`src/source/conv_pkg.sv`:
```
/*
  Sizes and beat layouts shared by the processing engine and its testbench.
  Sums are signed, and WORD_WIDTH_ACC must hold the longest group of products.
*/
`default_nettype none

package conv_pkg;

  // ====================================================================
  // sizes
  // ====================================================================
  localparam int ROWS                = 4;  // pixel lanes.
  localparam int COLS                = 2;  // weight lanes.
  localparam int WORD_WIDTH          = 8;
  localparam int WORD_WIDTH_ACC      = 20;
  localparam int LATENCY_MULTIPLIER  = 2;
  localparam int LATENCY_ACCUMULATOR = 1;
  localparam int TAG_WIDTH           = 4;

  // ====================================================================
  // beats and control
  // ====================================================================
  typedef struct packed {
    logic                 is_sum_start;  // first beat of a group.
    logic                 is_cin_last;   // the last beat of a group sends the sums out.
    logic [TAG_WIDTH-1:0] tag;
  } tuser_st;

  typedef struct packed {
    logic [ROWS-1:0][WORD_WIDTH-1:0] pixels;
    logic [COLS-1:0][WORD_WIDTH-1:0] weights;
    tuser_st                         user;
    logic                            last;
  } in_beat_st;

  typedef struct packed {
    logic [COLS-1:0][ROWS-1:0][WORD_WIDTH_ACC-1:0] sums;
    logic [TAG_WIDTH-1:0]                          tag;
    logic                                          last;
  } out_beat_st;

  typedef struct packed {
    logic    valid;
    logic    last;
    tuser_st user;
  } mul_ctrl_st;

  typedef struct packed {
    logic                 valid;
    logic                 last;
    logic [TAG_WIDTH-1:0] tag;
  } acc_ctrl_st;

endpackage

`default_nettype wire

```
`src/source/n_delay.sv`:
```
/*
  Clock-enabled delay line of N stages for any packed payload type T.
  All stages clear to zero on reset. N of 0 gives a plain wire.
*/
`timescale 1ns/1ps
`default_nettype none

module n_delay #(
  parameter int  N = 1,
  parameter type T = logic
) (
  input  wire  clk,
  input  wire  i_rst_n,
  input  wire  i_clken,
  input  T     i_data,
  output T     o_data
);

  generate
    if (N == 0) begin : g_wire
      assign o_data = i_data;
    end else begin : g_chain
      T stage_q [N];

      always_ff @(posedge clk) begin
        if (!i_rst_n) begin
          for (int i = 0; i < N; i++) begin
            stage_q[i] <= '0;
          end
        end else if (i_clken) begin
          stage_q[0] <= i_data;
          for (int i = 1; i < N; i++) begin
            stage_q[i] <= stage_q[i-1];  // the whole chain moves as one.
          end
        end
      end

      assign o_data = stage_q[N-1];
    end
  endgenerate

endmodule

`default_nettype wire

```
`src/source/proc_element.sv`:
```
/*
  One multiply-accumulate element. Needs LATENCY_MULTIPLIER of at least 1 and
  a single accumulator register. Empty slots enter the product pipe as zero.
*/
`timescale 1ns/1ps
`default_nettype none

module proc_element (
  input  wire                                        clk,
  input  wire                                        i_rst_n,
  input  wire                                        i_en,
  input  wire                                        i_clken_mul,
  input  wire  signed [conv_pkg::WORD_WIDTH-1:0]     i_pixel,
  input  wire  signed [conv_pkg::WORD_WIDTH-1:0]     i_weight,
  input  wire                                        i_bypass,
  output logic signed [conv_pkg::WORD_WIDTH_ACC-1:0] o_sum
);
  import conv_pkg::*;

  localparam int PROD_WIDTH = 2 * WORD_WIDTH;

  logic signed [PROD_WIDTH-1:0]     mul_q [LATENCY_MULTIPLIER];
  logic signed [WORD_WIDTH_ACC-1:0] product_ext;

  // a stage only moves under the shared enable, so a stalled pipe keeps its slots.
  always_ff @(posedge clk) begin
    if (i_en) begin
      mul_q[0] <= i_clken_mul ? i_pixel * i_weight : PROD_WIDTH'(0);  // a bubble adds nothing.
      for (int i = 1; i < LATENCY_MULTIPLIER; i++) begin
        mul_q[i] <= mul_q[i-1];
      end
    end
  end

  assign product_ext = WORD_WIDTH_ACC'(mul_q[LATENCY_MULTIPLIER-1]);  // sign extends.

  // bypass drops the old partial sum and starts the group from this product.
  always_ff @(posedge clk) begin
    if (i_en) begin
      o_sum <= i_bypass ? product_ext : o_sum + product_ext;
    end
  end

  // the sum waiting for the output register must not move during a stall.
  a_sum_held: assert property (@(posedge clk) disable iff (!i_rst_n)
    !i_en |=> $stable(o_sum));

endmodule

`default_nettype wire

```
`src/source/pe_controller.sv`:
```
/*
  Control for the element grid: one enable for every stage, taken from the
  registered ready of the output buffer. The kernel-width shift path is absent,
  so every column gets the same bypass.
*/
`timescale 1ns/1ps
`default_nettype none

module pe_controller (
  input  wire                         clk,
  input  wire                         i_rst_n,
  input  wire                         i_s_valid,
  input  wire                         i_s_last,
  input  conv_pkg::tuser_st           i_s_user,
  input  wire                         i_ready,
  output logic                        o_en,
  output logic                        o_clken_mul,
  output logic [conv_pkg::COLS-1:0]   o_bypass,
  output logic                        o_acc_valid,
  output conv_pkg::acc_ctrl_st        o_acc_ctrl
);
  import conv_pkg::*;

  logic       en;
  mul_ctrl_st mul_in;
  mul_ctrl_st mul_out;
  acc_ctrl_st acc_in;
  acc_ctrl_st acc_out;

  // ====================================================================
  // enables
  // ====================================================================
  assign en          = i_ready;  // the whole pipe stalls when the buffer is full.
  assign o_en        = en;
  assign o_clken_mul = en && i_s_valid;

  // ====================================================================
  // control beside the multiplier stages
  // ====================================================================
  assign mul_in = '{valid: i_s_valid, last: i_s_last, user: i_s_user};

  n_delay #(
    .N (LATENCY_MULTIPLIER),
    .T (mul_ctrl_st)
  ) u_mul_delay (
    .clk     (clk),
    .i_rst_n (i_rst_n),
    .i_clken (en),
    .i_data  (mul_in),
    .o_data  (mul_out)
  );

  // the product leaving the multiplier opens a new sum in every column.
  assign o_bypass = {COLS{mul_out.valid && mul_out.user.is_sum_start}};

  // ====================================================================
  // control beside the accumulator stage
  // ====================================================================
  // only a closing beat produces an output, so the valid carries is_cin_last.
  assign acc_in = '{
    valid: mul_out.valid && mul_out.user.is_cin_last,
    last:  mul_out.last,
    tag:   mul_out.user.tag
  };

  n_delay #(
    .N (LATENCY_ACCUMULATOR),
    .T (acc_ctrl_st)
  ) u_acc_delay (
    .clk     (clk),
    .i_rst_n (i_rst_n),
    .i_clken (en),
    .i_data  (acc_in),
    .o_data  (acc_out)
  );

  assign o_acc_valid = acc_out.valid;
  assign o_acc_ctrl  = acc_out;

  // a new sum can only reach the output register on a cycle the pipe moved.
  a_acc_valid_rise: assert property (@(posedge clk) disable iff (!i_rst_n)
    $rose(o_acc_valid) |-> $past(en));

endmodule

`default_nettype wire

```
`src/source/skid_buffer.sv`:
```
/*
  Two-entry output buffer with a registered ready. When ready falls, the one
  beat already in flight goes to the spare entry, and ready comes back only
  after the spare has moved into the main register.
*/
`timescale 1ns/1ps
`default_nettype none

module skid_buffer (
  input  wire                   clk,
  input  wire                   i_rst_n,
  input  wire                   i_s_valid,
  output logic                  o_s_ready,
  input  conv_pkg::out_beat_st  i_s_data,
  output logic                  o_m_valid,
  input  wire                   i_m_ready,
  output conv_pkg::out_beat_st  o_m_data
);
  import conv_pkg::*;

  out_beat_st spare_q;
  logic       in_xfer;

  assign in_xfer = i_s_valid && o_s_ready;

  // ====================================================================
  // control where a low ready means the spare entry is full
  // ====================================================================
  always_ff @(posedge clk) begin
    if (!i_rst_n) begin
      o_m_valid <= 1'b0;
      o_s_ready <= 1'b1;
    end else if (!o_s_ready) begin
      if (i_m_ready) begin
        o_s_ready <= 1'b1;  // spare moves up and main stays valid.
      end
    end else if (in_xfer) begin
      o_m_valid <= 1'b1;
      if (o_m_valid && !i_m_ready) begin
        o_s_ready <= 1'b0;  // the incoming beat lands in the spare.
      end
    end else if (i_m_ready) begin
      o_m_valid <= 1'b0;
    end
  end

  // ====================================================================
  // payload
  // ====================================================================
  always_ff @(posedge clk) begin
    if (!o_s_ready) begin
      if (i_m_ready) begin
        o_m_data <= spare_q;
      end
    end else if (in_xfer) begin
      if (!o_m_valid || i_m_ready) begin
        o_m_data <= i_s_data;
      end else begin
        spare_q <= i_s_data;
      end
    end
  end

  a_hold_on_stall: assert property (@(posedge clk) disable iff (!i_rst_n)
    (o_m_valid && !i_m_ready) |=> (o_m_valid && $stable(o_m_data)));

  // both entries full means ready is low, so a third beat is never taken.
  a_spare_needs_main: assert property (@(posedge clk) disable iff (!i_rst_n)
    !o_s_ready |-> o_m_valid);

endmodule

`default_nettype wire

```
`src/source/proc_engine.sv`:
```
/*
  Processing engine top: ROWS by COLS multiply-accumulate grid with stream
  input and output. Input is taken only while the output buffer has room, and
  only groups closed by is_cin_last produce an output beat.
*/
`timescale 1ns/1ps
`default_nettype none

module proc_engine (
  input  wire                   clk,
  input  wire                   i_rst_n,
  input  wire                   i_s_valid,
  output logic                  o_s_ready,
  input  conv_pkg::in_beat_st   i_s_beat,
  output logic                  o_m_valid,
  input  wire                   i_m_ready,
  output conv_pkg::out_beat_st  o_m_beat
);
  import conv_pkg::*;

  logic            en;
  logic            clken_mul;
  logic [COLS-1:0] bypass;
  logic            acc_valid;
  logic            buf_ready;
  acc_ctrl_st      acc_ctrl;
  out_beat_st      acc_beat;

  wire [COLS-1:0][ROWS-1:0][WORD_WIDTH_ACC-1:0] sum_grid;

  assign o_s_ready = en;

  pe_controller u_ctrl (
    .clk         (clk),
    .i_rst_n     (i_rst_n),
    .i_s_valid   (i_s_valid),
    .i_s_last    (i_s_beat.last),
    .i_s_user    (i_s_beat.user),
    .i_ready     (buf_ready),
    .o_en        (en),
    .o_clken_mul (clken_mul),
    .o_bypass    (bypass),
    .o_acc_valid (acc_valid),
    .o_acc_ctrl  (acc_ctrl)
  );

  // ====================================================================
  // element grid with one pixel per row and one weight per column
  // ====================================================================
  for (genvar c = 0; c < COLS; c++) begin : g_col
    for (genvar r = 0; r < ROWS; r++) begin : g_row
      proc_element u_pe (
        .clk         (clk),
        .i_rst_n     (i_rst_n),
        .i_en        (en),
        .i_clken_mul (clken_mul),
        .i_pixel     (i_s_beat.pixels[r]),
        .i_weight    (i_s_beat.weights[c]),
        .i_bypass    (bypass[c]),
        .o_sum       (sum_grid[c][r])
      );
    end
  end

  assign acc_beat = '{sums: sum_grid, tag: acc_ctrl.tag, last: acc_ctrl.last};

  skid_buffer u_out_buf (
    .clk       (clk),
    .i_rst_n   (i_rst_n),
    .i_s_valid (acc_valid),
    .o_s_ready (buf_ready),
    .i_s_data  (acc_beat),
    .o_m_valid (o_m_valid),
    .i_m_ready (i_m_ready),
    .o_m_data  (o_m_beat)
  );

endmodule

`default_nettype wire

```
`config.mk`:
```
export PLATFORM = sky130hd
export DESIGN_NAME = proc_engine
export DESIGN_NICKNAME = d
export VERILOG_FILES = /design/src/source/conv_pkg.sv /design/src/source/n_delay.sv /design/src/source/proc_element.sv /design/src/source/pe_controller.sv /design/src/source/skid_buffer.sv /design/src/source/proc_engine.sv
export SDC_FILE = /design/constraint.sdc
export NUM_CORES = 2
export LEC_CHECK = 0
export BUFFER_PORTS_ARGS = -buffer_cell sky130_fd_sc_hd__buf_2
export CAP_MARGIN = 20
export CORE_MARGIN = 1
export CORE_UTILIZATION = 55
export CTS_CLUSTER_DIAMETER = 60
export DETAILED_ROUTE_END_ITERATION = 7
export GPL_TIMING_DRIVEN = 0
export PLACE_DENSITY = 0.72
export SKIP_LAST_GASP = 1
export SYNTH_ARGS = -nofsm -noshare
export SYNTH_HDL_FRONTEND = slang
export SYNTH_SLANG_ARGS = --single-unit
```
`constraint.sdc`:
```
create_clock -name clk -period 28.9 [get_ports clk]
set_clock_uncertainty 0.2 [all_clocks]
set_input_delay 1.445 -clock clk [delete_from_list [all_inputs] [get_ports clk]]
set_output_delay 1.445 -clock clk [all_outputs]
set_load 0.02 [all_outputs]
```
==> impl_metrics.env <==
export IMPL_status="completed"
export IMPL_non_filler_cells_final=6493
export IMPL_min_path_type="reg -> reg"
export IMPL_drt_first_pass_iters=5
export IMPL_worst_ep_required_time_ps=29090
export IMPL_grt_remaining_overflow=0
export IMPL_multiInputGateArea_um2=28300
export IMPL_worst_endpoint_arrival_ps=7330
export IMPL_nNetsFinal=6021
export IMPL_peakVddDrop_uv=64.1
export IMPL_fillerInstances=7960
export IMPL_period_minus_slack_ps=7130
export IMPL_ant_nets=0
export IMPL_cts_post_setup_buffers_inserted=0
export IMPL_clock_insertion_delay_worst_skew_ps=640
export IMPL_mappedNetlistArea_um2=54700
export IMPL_synth_seq_area_share_pct=42.3
export IMPL_die_h_um=317
export IMPL_timing_worst_slew_pin_value_ps=1210
export IMPL_cts_sinks=770
export IMPL_floorplan_io_pins=226
export IMPL_leakage_nw=26.5
export IMPL_power_total_mw=5.98
export IMPL_std_cell_rows=115
export IMPL_cts_repair_resized=0
export IMPL_cts_max_path_buffers=3
export IMPL_commonest_cells_after_routing_fill_and_taps_aside="sky130_fd_sc_hd__edfxtp_1 (768), sky130_fd_sc_hd__inv_1 (696), sky130_fd_sc_hd__fa_1 (448)"
export IMPL_achievable_frequency_mhz=140
export IMPL_syn_instance_count=4785
export IMPL_clkSlewWorstSetupHoldPaths_ps=60
export IMPL_worst_setup_path_type="in -> reg"
export IMPL_routed_via_count=36500
export IMPL_rsz0062_at_grt="false"
export IMPL_drt_iter0_markers=3340
export IMPL_min_period_over_period_pct=24.7
export IMPL_ctsRootBufferMaster="sky130_fd_sc_hd__clkbuf_16"
export IMPL_die_width_um=317
export IMPL_async_reset_ff_share_pct=0
export IMPL_finalInstanceArea_um2=60600
export IMPL_cp_start_kind="input port"
export IMPL_final_hold_violation_count=0
export IMPL_clock_tree_from_tritoncts="done"
export IMPL_area_of_the_die_um2=101000
export IMPL_number_of_enable_flip_flop_cells_after_synthesis=768
export IMPL_first_global_vias=36000
export IMPL_hpwlAfterDp_um=105000
export IMPL_power_density_nw_per_um2=98.7
export IMPL_final_design_utilization_pct=61.6
export IMPL_vias_per_cell=5.62
export IMPL_post_place_cells=6333
export IMPL_routed_wire_length_per_instance_um=20.8
export IMPL_grt_first_pass_wirelength_um=206000
export IMPL_grt_max_degree=76
export IMPL_final_max_slew_violation_count=0
export IMPL_path_max_fanout=10
export IMPL_flow_area_growth_from_synthesis_pct=10.9
export IMPL_setup_viol_count_final=0
export IMPL_grt_total_usage_pct=27.2
export IMPL_postRouteWirelength_um=135000
export IMPL_gp_congestion=0.934
export IMPL_floorplan_initialDensity_pct=55.5
export IMPL_post_synth_num_cell_types=72
export IMPL_setup_total_negative_slack_ps=0
export IMPL_final_layout_size_suffix_gt1_share_pct=10.9
export IMPL_timing_max_cap_violations=0
export IMPL_place_port_buffers=224
export IMPL_yosys_most_used_dff="sky130_fd_sc_hd__edfxtp_1"
export IMPL_cts_hold_fix_buffers=0
export IMPL_clock_tree_htree_level_count=3
export IMPL_synth_net_count=5676
export IMPL_final_seq_area_um2=23100
export IMPL_core_region_area_um2=98400
export IMPL_postSynthAreaPerCell_um2=11.4
export IMPL_grt_antenna_before_repair=27
export IMPL_end_kind="register"
export IMPL_dpl_cell_area_um2=58000
export IMPL_slew_headroom_pct=19.2
export IMPL_cts_buffers_inserted=80
export IMPL_layout_commonest_cell="sky130_fd_sc_hd__edfxtp_1"
export IMPL_yosys_warnings=0
export IMPL_synth_seq_cells=770
export IMPL_drc=0
[logic make-up (layout without fill, tap and decap cells)]
group,after synthesis,count (layout),synth area share (%)
AND/OR/NAND/NOR,1241,1241,11.7
buffers and inverters,866,1275,5.95
adder cells (fa/ha/maj),832,832,25.2
flip-flops,770,770,42.3
AO/OA/AOI/OAI,673,673,7.66
XOR/XNOR,227,227,3.64
multiplexers,176,176,3.62
other,0,12,0
[where the power goes]
group,internal (mW),switching (mW)
sequential,1.71,0.206
clock,0.568,0.437
combinational,1.35,1.72
[Yosys cell counts (21+ instances only)]
cell	number	area share [%]
sky130_fd_sc_hd__o31ai_1	23	0.32
sky130_fd_sc_hd__nor3_1	53	0.49
sky130_fd_sc_hd__inv_1	696	4.8
sky130_fd_sc_hd__and2_1	333	3.8
sky130_fd_sc_hd__nand3_1	34	0.31
sky130_fd_sc_hd__ha_1	384	8.8
sky130_fd_sc_hd__o21ai_0	77	0.70
sky130_fd_sc_hd__nor2_1	241	1.7
sky130_fd_sc_hd__and3_1	80	0.92
sky130_fd_sc_hd__xnor2_1	139	2.2
sky130_fd_sc_hd__a21oi_1	209	1.9
sky130_fd_sc_hd__nand2b_1	51	0.58
sky130_fd_sc_hd__xor2_1	88	1.4
sky130_fd_sc_hd__nor2b_1	48	0.55
sky130_fd_sc_hd__clkbuf_1	157	1.1
sky130_fd_sc_hd__o21ai_1	110	1.0
sky130_fd_sc_hd__o21bai_1	21	0.29
sky130_fd_sc_hd__edfxtp_1	768	42
sky130_fd_sc_hd__or3_1	34	0.39
sky130_fd_sc_hd__a21o_1	70	0.96
sky130_fd_sc_hd__fa_1	448	16
sky130_fd_sc_hd__a211oi_1	21	0.29
sky130_fd_sc_hd__o21a_1	33	0.45
sky130_fd_sc_hd__mux2_2	169	3.5
sky130_fd_sc_hd__nand2_1	297	2.0
[worst paths after layout]
kind | depth (start not counted) | endpoint | startpoint | slack (ps)
hold / removal | 0 | g_col[0].g_row[1].u_pe.mul_q[0][28]$_DFFE_PP_ | g_col[0].g_row[1].u_pe.mul_q[0][12]$_SDFFCE_PN0P_ | 210
setup reg to reg | 17 | u_out_buf.spare_q[73]$_DFFE_PP_ | u_out_buf.o_s_ready$_SDFF_PN1_ | 23270
setup / recovery | 17 | g_col[1].g_row[0].u_pe.mul_q[0][14]$_SDFFCE_PN0P_ | i_s_beat[22] | 21770
hold reg to reg | 0 | g_col[0].g_row[1].u_pe.mul_q[0][28]$_DFFE_PP_ | g_col[0].g_row[1].u_pe.mul_q[0][12]$_SDFFCE_PN0P_ | 210
[state kept, by name (all words and copies together) (netlist names)]
name                                cells
u_out_buf.spare_q                     165
u_out_buf.o_m_data                    165
g_col.g_row.u_pe.o_sum                160
g_col.g_row.u_pe.mul_q                256
u_out_buf.o_m_valid                     1
u_ctrl.u_mul_delay.g_chain.stage_q     16
u_ctrl.u_acc_delay.g_chain.stage_q      6
u_out_buf.o_s_ready                     1
[final cells by class]
type	count	area share [%]
multi-input combinational	3149	46.7
sequential	770	38.1
inverter	698	4.32
clock buffer	94	3.46
timing repair buffer	263	2.90
tap	1287	2.66
buffer	168	1.05
clock inverter	52	0.739
antenna	12	0.0495
[metal layers]
metal | global-route usage [%] | share of wire, % | vias up
met4 | 7.38 | 2.6 | 24
met1 | 38.7 | 43 | 18100
met5 | 0 | 0.15 | -
li1 | - | - | 16900
met2 | 42.5 | 46 | 1301
met3 | 5.66 | 8.6 | 200
[critical path, cell delays in order]
cell and delay, ps:
sky130_fd_sc_hd__buf_2 240, sky130_fd_sc_hd__inv_1 120, sky130_fd_sc_hd__clkbuf_1 730, sky130_fd_sc_hd__clkbuf_1 710
sky130_fd_sc_hd__fa_1 560, sky130_fd_sc_hd__fa_1 500, sky130_fd_sc_hd__fa_1 510, sky130_fd_sc_hd__fa_1 490
sky130_fd_sc_hd__inv_1 40, sky130_fd_sc_hd__ha_1 310, sky130_fd_sc_hd__a21oi_1 180, sky130_fd_sc_hd__nor2_1 80
sky130_fd_sc_hd__o21a_1 190, sky130_fd_sc_hd__o41ai_1 500, sky130_fd_sc_hd__o21ai_1 170, sky130_fd_sc_hd__xnor2_1 160
sky130_fd_sc_hd__nor2_1 360
[metrics by stage]
stage | hold slack, ps | setup WS [ps]
finish | 213 | 21770
global placement | 201 | -3530
global route | 214 | 21610
detailed placement | 205 | 21330
floorplan | 200 | 6070
CTS | 204 | 22000
No activity file was read; power rests on OpenSTA's default activity.
